--- src/hw/rv_exec_defs.svh ---
`ifndef RV_EXEC_DEFS_SVH
`define RV_EXEC_DEFS_SVH

// Machine width and register file depth.
`define RV_XLEN 64
`define RV_NREGS 32

// Pipeline register pc after reset.
`define RV_RESET_PC 64'h7ffffffc

// Major opcodes, instruction bits [6:0].
`define RV_OP_IMM    7'b0010011
`define RV_OP        7'b0110011
`define RV_OP_LUI    7'b0110111
`define RV_OP_AUIPC  7'b0010111
`define RV_OP_STORE  7'b0100011
`define RV_OP_SYSTEM 7'b1110011

// Store sizes as carried in mem_size.
`define RV_SIZE_B 2'd0
`define RV_SIZE_H 2'd1
`define RV_SIZE_W 2'd2
`define RV_SIZE_D 2'd3

`endif

--- src/hw/rv_exec_pkg.sv ---
package rv_exec_pkg;

    typedef enum logic [3:0] {
        ALU_ADD  = 4'd0,
        ALU_SUB  = 4'd1,
        ALU_SLL  = 4'd2,
        ALU_SLT  = 4'd3,
        ALU_SLTU = 4'd4,
        ALU_XOR  = 4'd5,
        ALU_SRL  = 4'd6,
        ALU_SRA  = 4'd7,
        ALU_OR   = 4'd8,
        ALU_AND  = 4'd9
    } alu_op_e;

    // Write-back source.
    typedef enum logic [1:0] {
        RES_ALU    = 2'd0,
        RES_IMM    = 2'd1, // LUI.
        RES_PC_IMM = 2'd2  // AUIPC.
    } res_sel_e;

    typedef struct packed {
        logic [6:0] funct7; // Also imm[11:5] for I-type.
        logic [4:0] rs2;    // Also imm[4:0] for I-type.
        logic [4:0] rs1;
        logic [2:0] funct3;
        logic [4:0] rd;
        logic [6:0] opcode;
    } inst_ri_t;

    typedef struct packed {
        logic [6:0] imm_hi;
        logic [4:0] rs2;
        logic [4:0] rs1;
        logic [2:0] funct3;
        logic [4:0] imm_lo;
        logic [6:0] opcode;
    } inst_s_t;

    typedef union packed {
        inst_ri_t r;
        inst_s_t  s;
    } inst_u;

endpackage

--- src/hw/id_ex_if.sv ---
`include "rv_exec_defs.svh"

interface id_ex_if import rv_exec_pkg::*; ();

    logic [`RV_XLEN-1:0] pc;
    logic [31:0]         inst;
    alu_op_e             alu_op;
    res_sel_e            res_sel;
    logic [`RV_XLEN-1:0] src1;
    logic [`RV_XLEN-1:0] src2;
    logic [`RV_XLEN-1:0] imm;
    logic [`RV_XLEN-1:0] rs2_data; // Store data, after forwarding.
    logic                mem_en;
    logic                mem_wen;
    logic [1:0]          mem_size;
    logic                rf_we;
    logic [4:0]          rd;
    logic                sys;

    modport producer (
        output pc, inst, alu_op, res_sel, src1, src2, imm, rs2_data,
               mem_en, mem_wen, mem_size, rf_we, rd, sys
    );

    modport consumer (
        input pc, inst, alu_op, res_sel, src1, src2, imm, rs2_data,
              mem_en, mem_wen, mem_size, rf_we, rd, sys
    );

endinterface

--- src/hw/rv_id_ex_reg.sv ---
`include "rv_exec_defs.svh"

module rv_id_ex_reg import rv_exec_pkg::*; (
    input  logic      clk,
    input  logic      rst,
    input  logic      ena,
    id_ex_if.consumer id,
    id_ex_if.producer ex
);

    always_ff @(posedge clk) begin
        if (rst) begin
            ex.pc       <= `RV_RESET_PC;
            ex.inst     <= '0;
            ex.alu_op   <= ALU_ADD;
            ex.res_sel  <= RES_ALU;
            ex.src1     <= '0;
            ex.src2     <= '0;
            ex.imm      <= '0;
            ex.rs2_data <= '0;
            ex.mem_en   <= 1'b0;
            ex.mem_wen  <= 1'b0;
            ex.mem_size <= '0;
            ex.rf_we    <= 1'b0;
            ex.rd       <= '0;
            ex.sys      <= 1'b0;
        end else if (ena) begin // Holds while stalled.
            ex.pc       <= id.pc;
            ex.inst     <= id.inst;
            ex.alu_op   <= id.alu_op;
            ex.res_sel  <= id.res_sel;
            ex.src1     <= id.src1;
            ex.src2     <= id.src2;
            ex.imm      <= id.imm;
            ex.rs2_data <= id.rs2_data;
            ex.mem_en   <= id.mem_en;
            ex.mem_wen  <= id.mem_wen;
            ex.mem_size <= id.mem_size;
            ex.rf_we    <= id.rf_we;
            ex.rd       <= id.rd;
            ex.sys      <= id.sys;
        end
    end

endmodule

--- src/flat_wrapper.sv ---
// flat-port wrapper written by rule: the top's interface ports become plain ports
module rv_id_ex_reg_flat import rv_exec_pkg::*;
  (clk, rst, ena, id_pc, id_inst, id_alu_op, id_res_sel, id_src1, id_src2, id_imm, id_rs2_data, id_mem_en, id_mem_wen, id_mem_size, id_rf_we, id_rd, id_sys, ex_pc, ex_inst, ex_alu_op, ex_res_sel, ex_src1, ex_src2, ex_imm, ex_rs2_data, ex_mem_en, ex_mem_wen, ex_mem_size, ex_rf_we, ex_rd, ex_sys);
  id_ex_if id_i ();
  id_ex_if ex_i ();
  input  logic clk;
  input  logic rst;
  input  logic ena;
  input wire logic [$bits(id_i.pc)-1:0] id_pc;
  input wire logic [$bits(id_i.inst)-1:0] id_inst;
  input wire logic [$bits(id_i.alu_op)-1:0] id_alu_op;
  input wire logic [$bits(id_i.res_sel)-1:0] id_res_sel;
  input wire logic [$bits(id_i.src1)-1:0] id_src1;
  input wire logic [$bits(id_i.src2)-1:0] id_src2;
  input wire logic [$bits(id_i.imm)-1:0] id_imm;
  input wire logic [$bits(id_i.rs2_data)-1:0] id_rs2_data;
  input wire logic [$bits(id_i.mem_en)-1:0] id_mem_en;
  input wire logic [$bits(id_i.mem_wen)-1:0] id_mem_wen;
  input wire logic [$bits(id_i.mem_size)-1:0] id_mem_size;
  input wire logic [$bits(id_i.rf_we)-1:0] id_rf_we;
  input wire logic [$bits(id_i.rd)-1:0] id_rd;
  input wire logic [$bits(id_i.sys)-1:0] id_sys;
  output wire logic [$bits(ex_i.pc)-1:0] ex_pc;
  output wire logic [$bits(ex_i.inst)-1:0] ex_inst;
  output wire logic [$bits(ex_i.alu_op)-1:0] ex_alu_op;
  output wire logic [$bits(ex_i.res_sel)-1:0] ex_res_sel;
  output wire logic [$bits(ex_i.src1)-1:0] ex_src1;
  output wire logic [$bits(ex_i.src2)-1:0] ex_src2;
  output wire logic [$bits(ex_i.imm)-1:0] ex_imm;
  output wire logic [$bits(ex_i.rs2_data)-1:0] ex_rs2_data;
  output wire logic [$bits(ex_i.mem_en)-1:0] ex_mem_en;
  output wire logic [$bits(ex_i.mem_wen)-1:0] ex_mem_wen;
  output wire logic [$bits(ex_i.mem_size)-1:0] ex_mem_size;
  output wire logic [$bits(ex_i.rf_we)-1:0] ex_rf_we;
  output wire logic [$bits(ex_i.rd)-1:0] ex_rd;
  output wire logic [$bits(ex_i.sys)-1:0] ex_sys;
  assign id_i.pc = id_pc;
  assign id_i.inst = id_inst;
  assign id_i.alu_op = id_alu_op;
  assign id_i.res_sel = id_res_sel;
  assign id_i.src1 = id_src1;
  assign id_i.src2 = id_src2;
  assign id_i.imm = id_imm;
  assign id_i.rs2_data = id_rs2_data;
  assign id_i.mem_en = id_mem_en;
  assign id_i.mem_wen = id_mem_wen;
  assign id_i.mem_size = id_mem_size;
  assign id_i.rf_we = id_rf_we;
  assign id_i.rd = id_rd;
  assign id_i.sys = id_sys;
  assign ex_pc = ex_i.pc;
  assign ex_inst = ex_i.inst;
  assign ex_alu_op = ex_i.alu_op;
  assign ex_res_sel = ex_i.res_sel;
  assign ex_src1 = ex_i.src1;
  assign ex_src2 = ex_i.src2;
  assign ex_imm = ex_i.imm;
  assign ex_rs2_data = ex_i.rs2_data;
  assign ex_mem_en = ex_i.mem_en;
  assign ex_mem_wen = ex_i.mem_wen;
  assign ex_mem_size = ex_i.mem_size;
  assign ex_rf_we = ex_i.rf_we;
  assign ex_rd = ex_i.rd;
  assign ex_sys = ex_i.sys;
  rv_id_ex_reg u_core (.clk(clk), .rst(rst), .ena(ena), .id(id_i), .ex(ex_i));
endmodule
--- config.mk ---
export PLATFORM = sky130hd
export DESIGN_NAME = rv_id_ex_reg_flat
export DESIGN_NICKNAME = d
export VERILOG_FILES = /design/src/hw/rv_exec_pkg.sv /design/src/hw/id_ex_if.sv /design/src/hw/rv_id_ex_reg.sv /design/src/flat_wrapper.sv
export VERILOG_INCLUDE_DIRS = /design/src /design/src/hw
export SDC_FILE = /design/constraint.sdc
export NUM_CORES = 1
export LEC_CHECK = 0
export BUFFER_PORTS_ARGS = -buffer_cell sky130_fd_sc_hd__buf_2
export CAP_MARGIN = 5
export CORE_AREA = 2 2 288 290
export DETAILED_ROUTE_END_ITERATION = 6
export DIE_AREA = 0 0 290 292
export HOLD_SLACK_MARGIN = 0.05
export PLACE_DENSITY_LB_ADDON = 0.1
export SYNTH_ARGS = -nofsm -noshare
export SYNTH_HDL_FRONTEND = slang
export SYNTH_SLANG_ARGS = --single-unit
--- constraint.sdc ---
create_clock -name clk -period 1.61 [get_ports clk]
set_clock_uncertainty 0.2 [all_clocks]
set_input_delay 0.2415 -clock clk [delete_from_list [all_inputs] [get_ports clk]]
set_output_delay 0.2415 -clock clk [all_outputs]
set_load 0.05 [all_outputs]
==> flow_summary.json <==
{
  "drive_above_1_share_pct": 36.7,
  "cts_sinks": 369,
  "portBuffers": 740,
  "synth.most_common_cell": "dfxtp_1",
  "gp_congestion": 0.761,
  "vias_per_cell": 3.70,
  "crit_chain": "buf_6",
  "cp_top_family": "flip-flops",
  "core.rowCount": 105,
  "r2r_cells": 3,
  "synthCells": 1192,
  "ir_drop_v": 0.000653,
  "die_w_um": 290,
  "core_area_um2": 81600,
  "dr.pass1.iters": 4,
  "io_pins": 741,
  "antenna_left": 0,
  "yosys.area_share.simple_pct": 10.8,
  "synthTopCellsByCount": "dfxtp_1, mux2i_1, nor2_1",
  "slew_viol_final": 0,
  "required_ns": 1.17,
  "period_needed_ns": 1.56,
  "setup_viol": 0,
  "async_reset_ff_share_pct": 0,
  "worstSetupEndpointType": "output pin",
  "synth_edf_count": 0,
  "track_usage_pct": 12.8,
  "wl_um": 56400,
  "yosys-top-cells-area": "dfxtp_1, mux2i_1, nor2_1",
  "power.leakage_nw": 13.4,
  "worstHoldStart": "rst",
  "arrival_ns": 1.12,
  "cts_buffers": 48,
  "worstMarginPinSlew_ns": 0.369,
  "clock_latency_ns": 0.56,
  "dp_hpwl_um": 40600,
  "cp_slowest_stage_delay_ns": 0.36,
  "dpl_worst_slack_ns": 0.0178,
  "syn_nets": 1564,
  "cts_max_level": 2,
  "yosysTopAreaCellShare_pct": 54.8,
  "seq_area_frac_synth_pct": 54.8,
  "finalCritPeriodShare_pct": 96.8,
  "gr-total-overflow": 0,
  "whs_path_depth": 3,
  "tritoncts": "done",
  "synth_xor_area_share_pct": 0,
  "timing.rr.end": "u_core.ex.pc[11]$_SDFFE_PP1P_",
  "die_area_um2": 84700,
  "r2r_slack_ns": 0.09,
  "final_cells": 3635,
  "synth_seq_cells": 369,
  "status": "finished, final reports clean",
  "regToRegStartpoint": "u_core.ex.pc[11]$_SDFFE_PP1P_",
  "clockRootBuffer": "clkbuf_16",
  "avgSynthCellArea_um2": 11.3,
  "postCtsSetupBuffers": 0,
  "via_count": 13400,
  "synth_top_area_cell": "dfxtp_1",
  "synthMuxAreaShare_pct": 25.2,
  "ys_warn_count": 0,
  "min_to": "u_core.ex.pc[40]$_SDFFE_PP0P_",
  "start_util_pct": 16.5,
  "hold_class": "input port to flop",
  "area_growth_pct": 103,
  "drc": 0,
  "powerDensity_nw_per_um2": 974,
  "timing.hold.ws_ns": 0.0827,
  "timing.final.hold_violations": 0,
  "crit_fanout": 2,
  "critPathLaunch": "u_core.ex.rs2_data[39]$_SDFFE_PP0P_",
  "synth_fa_ha_area_share_pct": 0,
  "nets": 2899,
  "synth.distinct_cells": 11,
  "worst_slack_ns": 0.0515,
  "critPathBufInv": 1,
  "syn_area_um2": 13500,
  "synth_compound_area_share_pct": 1.88,
  "cts_max_path_buffers": 3,
  "synth-main-ff-cell": "dfxtp_1",
  "path_clk_slew_ns": 0.06,
  "total_power_mw": 26.7,
  "cpMaxStageDelayCell": "dfxtp_1",
  "synth_top_family_by_area": "multiplexers",
  "drt_iter0_markers": 249,
  "grt_pass1_vias": 14800,
  "crit_type": "flop to output pin",
  "grt_max_degree": 53,
  "wl_per_cell_um": 15.5,
  "slew_headroom_pct": 75.4,
  "fmax_mhz": 642,
  "post-place-cells": 2982,
  "startpoint_type": "flop",
  "die_h_um": 292,
  "antenna_found_initial": 1,
  "grt_pass1_wl_um": 85800,
  "maxCapViolCount": 0
}
==> area by class of cell <==
class,count,area [µm²]
multi-input cells,738,5120
repair buffers,1370,12000
flip-flops and latches,369,7470
well taps,1070,1340
fillers,8392,54100
clock buffers,74,1440
diodes,1,2.50
clock inverters,13,86.3
==> cell usage in the layout, fill, tap and decap left out, drive strengths merged <==
cell | Yosys | final
a211o | 29 | 29
and2b | 1 | 1
buf | 76 | 805
clkbuf | 9 | 74
clkinv | 0 | 9
clkinvlp | 0 | 1
dfxtp | 369 | 369
diode | 0 | 1
dlygate4sd3 | 0 | 565
inv | 0 | 3
mux2i | 340 | 340
nor2 | 340 | 340
nor2b | 28 | 28
==> layer usage <==
metal  share of wire [%]  global-route usage (%)  wire (µm)  vias up
li1                    -                       -          -     6650
met1                  36                    13.2      20500     6251
met2                  53                    24.1      29600      458
met3                 8.0                    4.44       4530       90
met4                 3.0                    4.40       1710        0
met5                   0                       0          0        -
==> kinds of logic (layout without fill, tap and decap cells) <==
family          count (synthesis)  count (layout)
buf+inv                        85            1457
simple gates                  369             369
mux                           340             340
other cells                     0               1
flops                         369             369
compound gates                 29              29
==> where the power goes <==
part	internal [mW]	switching [mW]	total, mW	leakage (nW)
Sequential	9.72	0.367	10.1	3.07
Combinational	2.87	3.40	6.27	9.53
Clock	6.14	4.23	10.4	0.755
==> registers in the layout, indices dropped and copies added (netlist names) <==
register	count
u_core.ex.imm	64
u_core.ex.pc	64
u_core.ex.rs2_data	64
u_core.ex.src1	64
u_core.ex.src2	64
u_core.ex.inst	32
u_core.ex.rd	5
u_core.ex.alu_op	4
u_core.ex.mem_size	2
u_core.ex.res_sel	2
u_core.ex.mem_en	1
u_core.ex.mem_wen	1
u_core.ex.rf_we	1
u_core.ex.sys	1
==> worst reg2reg max path, stage by stage (launching register included) <==
cell	delay, ns
dfxtp_1	0.32
nor2b_1	0.13
a211o_1	0.21
dlygate4sd3_1	0.55
==> stage by stage <==
stage / TNS (ns) / utilization [%] / cell area, µm²
4_1_cts: 0 / 33.1 / 27000
3_5_place_dp: 0 / 22.4 / 18300
2_1_floorplan: 0 / - / 13500
3_3_place_gp: 0 / 22.4 / 18300
5_1_grt: -0.00320 / 33.6 / 27400
6_report: 0 / 33.6 / 27400
==> worst max path at each step <==
stage,slack [ns],cells after the start,end
final,0.05,1,ex_rs2_data[39]
after global routing,-0.002,1,ex_rs2_data[29]
after CTS,0.00003,1,ex_src1[50]
after detailed placement,0.02,4,u_core.ex.pc[4]$_SDFFE_PP1P_
after global placement,0.04,4,u_core.ex.mem_size[1]$_SDFFE_PP0P_
after floorplan,0.37,4,u_core.ex.pc[51]$_SDFFE_PP0P_
==> repair_timing <==
action | CTS | global route
hold buffers | 565 | 0
hold endpoints to repair | 369 | 0
cloned | 0 | 0
endpoints found under the setup margin | 369 | 142
resized for setup | 538 | 147
Power figures use the tool's default switching activity.
