$ cat src/hw/rv_exec_defs.svh
`ifndef RV_EXEC_DEFS_SVH
`define RV_EXEC_DEFS_SVH

// Machine width and register file depth.
`define RV_XLEN 64
`define RV_NREGS 32

// Pipeline register pc after reset.
`define RV_RESET_PC 64'h7ffffffc

// Major opcodes, instruction bits [6:0].
`define RV_OP_IMM    7'b0010011
`define RV_OP        7'b0110011
`define RV_OP_LUI    7'b0110111
`define RV_OP_AUIPC  7'b0010111
`define RV_OP_STORE  7'b0100011
`define RV_OP_SYSTEM 7'b1110011

// Store sizes as carried in mem_size.
`define RV_SIZE_B 2'd0
`define RV_SIZE_H 2'd1
`define RV_SIZE_W 2'd2
`define RV_SIZE_D 2'd3

`endif

$ cat src/hw/rv_exec_pkg.sv
package rv_exec_pkg;

    typedef enum logic [3:0] {
        ALU_ADD  = 4'd0,
        ALU_SUB  = 4'd1,
        ALU_SLL  = 4'd2,
        ALU_SLT  = 4'd3,
        ALU_SLTU = 4'd4,
        ALU_XOR  = 4'd5,
        ALU_SRL  = 4'd6,
        ALU_SRA  = 4'd7,
        ALU_OR   = 4'd8,
        ALU_AND  = 4'd9
    } alu_op_e;

    // Write-back source.
    typedef enum logic [1:0] {
        RES_ALU    = 2'd0,
        RES_IMM    = 2'd1, // LUI.
        RES_PC_IMM = 2'd2  // AUIPC.
    } res_sel_e;

    typedef struct packed {
        logic [6:0] funct7; // Also imm[11:5] for I-type.
        logic [4:0] rs2;    // Also imm[4:0] for I-type.
        logic [4:0] rs1;
        logic [2:0] funct3;
        logic [4:0] rd;
        logic [6:0] opcode;
    } inst_ri_t;

    typedef struct packed {
        logic [6:0] imm_hi;
        logic [4:0] rs2;
        logic [4:0] rs1;
        logic [2:0] funct3;
        logic [4:0] imm_lo;
        logic [6:0] opcode;
    } inst_s_t;

    typedef union packed {
        inst_ri_t r;
        inst_s_t  s;
    } inst_u;

endpackage

$ cat src/hw/id_ex_if.sv
`include "rv_exec_defs.svh"

interface id_ex_if import rv_exec_pkg::*; ();

    logic [`RV_XLEN-1:0] pc;
    logic [31:0]         inst;
    alu_op_e             alu_op;
    res_sel_e            res_sel;
    logic [`RV_XLEN-1:0] src1;
    logic [`RV_XLEN-1:0] src2;
    logic [`RV_XLEN-1:0] imm;
    logic [`RV_XLEN-1:0] rs2_data; // Store data, after forwarding.
    logic                mem_en;
    logic                mem_wen;
    logic [1:0]          mem_size;
    logic                rf_we;
    logic [4:0]          rd;
    logic                sys;

    modport producer (
        output pc, inst, alu_op, res_sel, src1, src2, imm, rs2_data,
               mem_en, mem_wen, mem_size, rf_we, rd, sys
    );

    modport consumer (
        input pc, inst, alu_op, res_sel, src1, src2, imm, rs2_data,
              mem_en, mem_wen, mem_size, rf_we, rd, sys
    );

endinterface

$ cat src/hw/rv_decode.sv
`include "rv_exec_defs.svh"

module rv_decode import rv_exec_pkg::*; (
    input  logic                inst_valid,
    input  logic [`RV_XLEN-1:0] pc,
    input  inst_u               inst,
    output logic [4:0]          rs1_addr,
    output logic [4:0]          rs2_addr,
    input  logic [`RV_XLEN-1:0] rs1_data,
    input  logic [`RV_XLEN-1:0] rs2_data,
    input  logic                fwd_we,
    input  logic [4:0]          fwd_rd,
    input  logic [`RV_XLEN-1:0] fwd_data,
    id_ex_if.producer           id
);

    logic [`RV_XLEN-1:0] imm_i, imm_s, imm_u;
    logic [`RV_XLEN-1:0] imm;
    logic [`RV_XLEN-1:0] op1, op2;
    logic                use_imm;
    logic                rf_we, mem_en, sys;
    alu_op_e             alu_op;
    res_sel_e            res_sel;

    assign imm_i = {{52{inst.r.funct7[6]}}, inst.r.funct7, inst.r.rs2};
    assign imm_s = {{52{inst.s.imm_hi[6]}}, inst.s.imm_hi, inst.s.imm_lo};
    assign imm_u = {{32{inst.r.funct7[6]}}, inst.r.funct7, inst.r.rs2, inst.r.rs1,
                    inst.r.funct3, 12'b0};

    always_comb begin
        alu_op  = ALU_ADD;
        res_sel = RES_ALU;
        imm     = '0;
        use_imm = 1'b0;
        rf_we   = 1'b0;
        mem_en  = 1'b0;
        sys     = 1'b0;
        case (inst.r.opcode)
            `RV_OP_IMM, `RV_OP: begin
                use_imm = (inst.r.opcode == `RV_OP_IMM);
                imm     = imm_i;
                rf_we   = 1'b1;
                case (inst.r.funct3)
                    3'b000: alu_op = (!use_imm && inst.r.funct7[5]) ? ALU_SUB : ALU_ADD;
                    3'b001: alu_op = ALU_SLL;
                    3'b010: alu_op = ALU_SLT;
                    3'b011: alu_op = ALU_SLTU;
                    3'b100: alu_op = ALU_XOR;
                    3'b101: alu_op = inst.r.funct7[5] ? ALU_SRA : ALU_SRL; // imm[10] for SRAI.
                    3'b110: alu_op = ALU_OR;
                    default: alu_op = ALU_AND;
                endcase
            end
            `RV_OP_LUI: begin
                imm     = imm_u;
                use_imm = 1'b1;
                res_sel = RES_IMM;
                rf_we   = 1'b1;
            end
            `RV_OP_AUIPC: begin
                imm     = imm_u;
                use_imm = 1'b1;
                res_sel = RES_PC_IMM;
                rf_we   = 1'b1;
            end
            `RV_OP_STORE: begin
                imm     = imm_s;
                use_imm = 1'b1;
                mem_en  = 1'b1;
            end
            `RV_OP_SYSTEM: sys = (inst.r.funct3 == 3'b000) && (imm_i == '0); // ECALL only.
            default: ;
        endcase
        if (!inst_valid) begin // Bubble.
            rf_we  = 1'b0;
            mem_en = 1'b0;
            sys    = 1'b0;
        end
    end

    assign rs1_addr = inst.r.rs1;
    assign rs2_addr = inst.r.rs2;

    // EX result bypass; x0 never forwards.
    assign op1 = (fwd_we && fwd_rd != 5'd0 && fwd_rd == rs1_addr) ? fwd_data : rs1_data;
    assign op2 = (fwd_we && fwd_rd != 5'd0 && fwd_rd == rs2_addr) ? fwd_data : rs2_data;

    assign id.pc       = pc;
    assign id.inst     = inst;
    assign id.alu_op   = alu_op;
    assign id.res_sel  = res_sel;
    assign id.src1     = op1;
    assign id.src2     = use_imm ? imm : op2;
    assign id.imm      = imm;
    assign id.rs2_data = op2;
    assign id.mem_en   = mem_en;
    assign id.mem_wen  = mem_en; // Stores are the only memory ops.
    assign id.mem_size = inst.s.funct3[1:0];
    assign id.rf_we    = rf_we;
    assign id.rd       = inst.r.rd;
    assign id.sys      = sys;

endmodule

$ cat src/flat_wrapper.sv
// flat-port wrapper written by rule: the top's interface ports become plain ports
module rv_decode_flat import rv_exec_pkg::*;
  (inst_valid, pc, inst, rs1_addr, rs2_addr, rs1_data, rs2_data, fwd_we, fwd_rd, fwd_data, id_pc, id_inst, id_alu_op, id_res_sel, id_src1, id_src2, id_imm, id_rs2_data, id_mem_en, id_mem_wen, id_mem_size, id_rf_we, id_rd, id_sys);
  id_ex_if id_i ();
  input  logic inst_valid;
  input  logic [`RV_XLEN-1:0] pc;
  input  inst_u inst;
  output logic [4:0] rs1_addr;
  output logic [4:0] rs2_addr;
  input  logic [`RV_XLEN-1:0] rs1_data;
  input  logic [`RV_XLEN-1:0] rs2_data;
  input  logic fwd_we;
  input  logic [4:0] fwd_rd;
  input  logic [`RV_XLEN-1:0] fwd_data;
  output wire logic [$bits(id_i.pc)-1:0] id_pc;
  output wire logic [$bits(id_i.inst)-1:0] id_inst;
  output wire logic [$bits(id_i.alu_op)-1:0] id_alu_op;
  output wire logic [$bits(id_i.res_sel)-1:0] id_res_sel;
  output wire logic [$bits(id_i.src1)-1:0] id_src1;
  output wire logic [$bits(id_i.src2)-1:0] id_src2;
  output wire logic [$bits(id_i.imm)-1:0] id_imm;
  output wire logic [$bits(id_i.rs2_data)-1:0] id_rs2_data;
  output wire logic [$bits(id_i.mem_en)-1:0] id_mem_en;
  output wire logic [$bits(id_i.mem_wen)-1:0] id_mem_wen;
  output wire logic [$bits(id_i.mem_size)-1:0] id_mem_size;
  output wire logic [$bits(id_i.rf_we)-1:0] id_rf_we;
  output wire logic [$bits(id_i.rd)-1:0] id_rd;
  output wire logic [$bits(id_i.sys)-1:0] id_sys;
  assign id_pc = id_i.pc;
  assign id_inst = id_i.inst;
  assign id_alu_op = id_i.alu_op;
  assign id_res_sel = id_i.res_sel;
  assign id_src1 = id_i.src1;
  assign id_src2 = id_i.src2;
  assign id_imm = id_i.imm;
  assign id_rs2_data = id_i.rs2_data;
  assign id_mem_en = id_i.mem_en;
  assign id_mem_wen = id_i.mem_wen;
  assign id_mem_size = id_i.mem_size;
  assign id_rf_we = id_i.rf_we;
  assign id_rd = id_i.rd;
  assign id_sys = id_i.sys;
  rv_decode u_core (.inst_valid(inst_valid), .pc(pc), .inst(inst), .rs1_addr(rs1_addr), .rs2_addr(rs2_addr), .rs1_data(rs1_data), .rs2_data(rs2_data), .fwd_we(fwd_we), .fwd_rd(fwd_rd), .fwd_data(fwd_data), .id(id_i));
endmodule
$ cat config.mk
export PLATFORM = sky130hd
export DESIGN_NAME = rv_decode_flat
export DESIGN_NICKNAME = d
export VERILOG_FILES = /design/src/hw/rv_exec_pkg.sv /design/src/hw/id_ex_if.sv /design/src/hw/rv_decode.sv /design/src/flat_wrapper.sv
export VERILOG_INCLUDE_DIRS = /design/src /design/src/hw
export SDC_FILE = /design/constraint.sdc
export NUM_CORES = 1
export LEC_CHECK = 0
export BUFFER_PORTS_ARGS = -buffer_cell sky130_fd_sc_hd__buf_2
export CAP_MARGIN = 20
export CORE_AREA = 2 2 259 261
export DETAILED_ROUTE_END_ITERATION = 8
export DIE_AREA = 0 0 261 263
export GPL_TIMING_DRIVEN = 0
export PLACE_DENSITY = 0.36
export SKIP_LAST_GASP = 1
export SLEW_MARGIN = 20
export SYNTH_ARGS = -nofsm -noshare
export SYNTH_HDL_FRONTEND = slang
export SYNTH_SLANG_ARGS = --single-unit
$ cat constraint.sdc
create_clock -name vclk -period 4.45
set_input_delay 0.445 -clock vclk [all_inputs]
set_output_delay 0.445 -clock vclk [all_outputs]
set_load 0.03 [all_outputs]
==> results.md, run 1 <==
* Post-CTS Setup Inserts at 0
* Fin util at 0.126
* CORE AREA at 65600 um^2
* CP Max Fanout at 10
* Data arrival, critical path at around 3.5 ns
* Average wire per standard cell at 17.8 um
* Cell taking the most area after synthesis: mux2_2
* Layout sequential cell count at 0
* Tcrit/Tclk final at 0.886
* Tmin final at 3.94 ns
* Maximum VDD drop at 0.0000445 V
* DR vias/cell at 3.02
* Kind of critical path: in2out
* Share of layout cells above drive strength 1 at 0.849
* Max-slew violations at 0
* DR iter-0 viols at approximately 170
* Gate Count Post-Synth at slightly below 500
* Die area at 68600 um^2
* Dpl hpwl at ~32000 um
* Reg power frac at 0
* Worst Hold Margin at about 1.1 ns
* Syn_nets at approximately 800
* F_max at roughly 250 MHz
* Fin cells at a little under 2k
* Crit path required time at between 4 and 5 ns
* Vias at ~6.0k
* Net Sw Power at ~0.61 mW
* Tot GR Track Use at 0.0922
* Final total power at 0.969 mW
* # resized after CTS at 0
* Clock power frac at 0
* Sequential cell area at 0 um^2
* Max-cap violations at 0
* Worst-margin pin slew at approximately 0.93 ns
* Crit start category: input port
* Worst Hold Launch: pc[55]
* Initial core utilization at 0.0620
* Cell count after placement at about 2.0k
* Post-route ant nets at 0
* Most frequent cells after synthesis: 147 x buf_4, 116 x mux2_2, 35 x nand2_1
* Port bufs at 607
* Synth Warn # at 0
* HP Class: in2out
* Yosys top cell area share at 0.321
* Switching Fraction at 0.628
* Area delta synth->final at 104%
* Post-synthesis cell area at between 4000 and 5000 um^2
* Post-route DRC violation count at 0
* Final net count at 1403
* Rel. slew slack at 0.364
* Most frequent cell after synthesis: buf_4
* Routed WL at 35000 um
* Placed Instance Area at about 8300 um^2
* Synth unique cells at 34
* Top post-synthesis cells by area: mux2_2 32%, buf_4 27%, a21bo_2 8.1%
* Post-synthesis average cell area at 8.24 um^2
* Unrepaired setup endpoints after global routing: false
* Logic gate share of total power at 1.000
* DRT Pass-1 Iters at 4
* Finish-stage setup viols at 0
* Vias in the first global route at between 5k and 6k
* Crit end category: output pin
* Pleak at roughly 4.5 nW
* Status: finished clean
* PwrDens at ~120 nW/um^2
* Post-synthesis sequential area ratio at 0
* Final hold violation count at 0
* Die X at about 260 um
* Routability congestion estimate at approximately 0.87
* Boundary Pins at 674
* GR Overflow Total at 0
* Fillers at slightly below 8k
* CP Launch Point: inst[20]
* # clk buffers at 0
* Pin count of the biggest net entering global routing at 23
* Antenna violations before repair at 12
* Hold Buf Count CTS at 0
* Die H at about 260 um
* Global-route wire length before repair at between 40000 and 50000 um
* Int Power at between 0.3 and 0.4 mW
* Final Cell Area at 8280 um^2
* Cell Rows at 94
-- final cells by class --
cell class,count,area [um^2],area share
Antenna cell,3,7.51,0.000906
Buffer,176,1260,0.152
Inverter,14,52.6,0.00635
Multi-Input combinational cell,304,2780,0.336
Tap cell,864,1080,0.131
Timing Repair Buffer,612,3100,0.375
-- stage by stage --
step / setup slack, ns / setup TNS [ns]
after detailed placement: 0.354 / 0
after CTS: 0.349 / 0
after global routing: 0.281 / 0
after global placement: -0.862 / -25.57
after floorplan: 1.06 / 0
final: 0.508 / 0
-- power by group through the flow --
stage                 clock [mW]  combinational [mW]  sequential, mW
finish              0.0000000922               0.969               0
global route        0.0000000914                1.02               0
CTS                            0               0.982               0
detailed placement             0               0.979               0
global placement               0               0.977               0
floorplan                      0               0.618               0
-- placed cells by master (no fill, tap or decap), types with 3 or more instances in the layout --
cell type,instances
a22oi_1,5
nor2b_1,3
xnor2_1,7
a21bo_2,33
and2_1,7
mux2_4,13
nor2_1,19
xor2_1,4
o211ai_1,13
mux2i_1,14
clkbuf_1,17
nand3_1,3
mux2_2,116
nor3_1,4
inv_1,13
buf_2,613
mux2_1,5
buf_4,147
diode_2,3
buf_6,8
nand2_1,35
a21o_1,6
-- critical path, stage by stage --
cell and delay [ns]:
buf_2 0.25, xnor2_1 0.15, nand3_1 0.12, nor4_4 0.58, buf_6 0.25, buf_6 0.23, buf_6 0.22, mux2i_1 0.79
o211ai_1 0.19, buf_2 0.23
-- cells by family after synthesis --
group                  synth area share
AND/OR/NAND/NOR                   0.105
buffers and inverters             0.322
XOR/XNOR                         0.0237
multiplexers                      0.420
AO/OA/AOI/OAI                     0.130
-- routing by layer --
| layer | track usage | wire length, um |
|---|---|---|
| met1 | 0.105 | 13600 |
| met2 | 0.182 | 18500 |
| met3 | 0.0145 | 2460 |
| met4 | 0.00906 | 426 |
| met5 | 0 | 73 |
-- worst paths after layout --
check	endpoint	slack (ns)	depth (start not counted)
worst min-delay path	id_pc[55]	1.14	2
worst max-delay path	id_src2[24]	0.51	10
Power figures use the tool's default switching activity.
==> run 2: changes to the inputs <==
--- a/config.mk
+++ b/config.mk
@@ -12,7 +12,6 @@
 export DETAILED_ROUTE_END_ITERATION = 8
 export DIE_AREA = 0 0 261 263
 export GPL_TIMING_DRIVEN = 0
-export PLACE_DENSITY = 0.36
 export SKIP_LAST_GASP = 1
 export SLEW_MARGIN = 20
 export SYNTH_ARGS = -nofsm -noshare
==> results.md, run 2 (synthesis results as in run 1) <==
* DR vias/cell at 3.06
* F_max at 256 MHz
* Tcrit/Tclk final at 0.878
* Final total power at around 1 mW
* DR iter-0 viols at ~220
* Tmin final at a little under 4 ns
* Setup TNS Final at 0 ns
* # clk buffers at 0
* Worst-margin pin slew at a little under 1 ns
* Post-route DRC violation count at 0
* Rel. slew slack at 0.325
* Wire length on met1 at 16400 um
* Worst Hold Launch: pc[49]
* Status: finished clean
* Global-route wire length before repair at 49900 um
* Crit end category: output pin
* Leading cell type in the layout, fill and taps excluded: buf_2
* Maximum VDD drop at about 0.000048 V
* Initial core utilization at 0.0620
* Post-route ant nets at 0
* PwrDens at between 100 and 150 nW/um^2
* Die H at roughly 260 um
* CP Max Fanout at 10
* # resized after CTS at 0
* Data arrival, critical path at 3.46 ns
* Boundary Pins at 674
* Final hold violation count at 0
* CP bufs+invs at 4
* Area delta synth->final at 104%
* Cell Rows at between 90 and 100
* HP Class: in2out
* Vias in the first global route at roughly 5.7k
* Crit path largest cell delay at 0.67 ns
* CP top delay family: simple AND/OR/NAND/NOR gates
* Layout sequential cell count at 0
* Tot GR Track Use at 0.107
* Final net count at between 1k and 1.5k
* Crit path required time at approximately 4.0 ns
* Average wire per standard cell at roughly 20 um
* Crit start category: input port
* Vias at 6062
* Port bufs at just over 600
* GR Overflow Total at 0
* CORE AREA at approximately 66000 um^2
* DR top layer: met5
* WL met3 at between 3000 and 4000 um
* Antenna violations before repair at 27
* Routed WL at roughly 40000 um
* Post-CTS Setup Inserts at 0
* Pin count of the biggest net entering global routing at 20
* Slowest-stage cell, CP: nand2_1
* CP Launch Point: inst[0]
* CP Cell Sequence: buf_2 > nand3b_1 > nor2_1 > nand2_1 > clkinv_1 > nand2_1 > clkbuf_1 > o211ai_1 > buf_2
* Max-slew violations at 0
* Dpl hpwl at around 36000 um
* Unrepaired setup endpoints after global routing: false
* Pleak at 4.53 nW
* Most frequent cells in the layout: 613 x buf_2, 147 x buf_4, 116 x mux2_2
* Hold Buf Count CTS at 0
* Max-cap violations at 0
* Routability congestion estimate at approximately 0.94
* Die area at 68600 um^2
* Finish-stage setup viols at 0
* Sequential cell area at 0 um^2
* DRT Pass-1 Iters at 4
* Metal2 WL at 18600 um
* Share of layout cells above drive strength 1 at 0.850
* Die X at 261 um
* Kind of critical path: in2out
[run 2: per-layer routing]
metal | up-vias | track usage
li1 | 2799 | -
met1 | 2740 | 0.133
met2 | 449 | 0.186
met3 | 62 | 0.0252
met4 | 12 | 0.0256
met5 | - | 0
[run 2: power by group]
part           switching (mW)   total [mW]  internal (mW)
sequential                  0            0              0
clock                       0  0.000000153    0.000000153
combinational           0.619        0.979          0.360
total                   0.619        0.979          0.360
[run 2: layout make-up]
type                            count  area (um^2)
Fill cell                        7663        57300
Timing Repair Buffer              613         3120
Multi-Input combinational cell    304         2780
Buffer                            176         1260
Tap cell                          864         1080
Inverter                           14         52.6
Antenna cell                        8         20.0
[run 2: final timing paths]
check	end	slack [ns]	depth (start not counted)
worst min-delay path	id_pc[49]	1.14	2
worst max-delay path	id_src2[24]	0.54	9
[run 2: through the flow]
| step | instances | area [um^2] | hold WS, ns | util | worst slack, ns |
|---|---|---|---|---|---|
| final | 1979 | 8310 | 1.14 | 0.127 | 0.544 |
| after global routing | 1975 | 8300 | 1.14 | 0.127 | 0.254 |
| after CTS | 1971 | 8290 | 1.14 | 0.126 | 0.361 |
| after detailed placement | 1971 | 8290 | 1.14 | 0.126 | 0.366 |
| after global placement | 1965 | 8190 | 1.14 | 0.125 | -1.20 |
| after floorplan | 494 | 4070 | 1.01 | - | 1.06 |
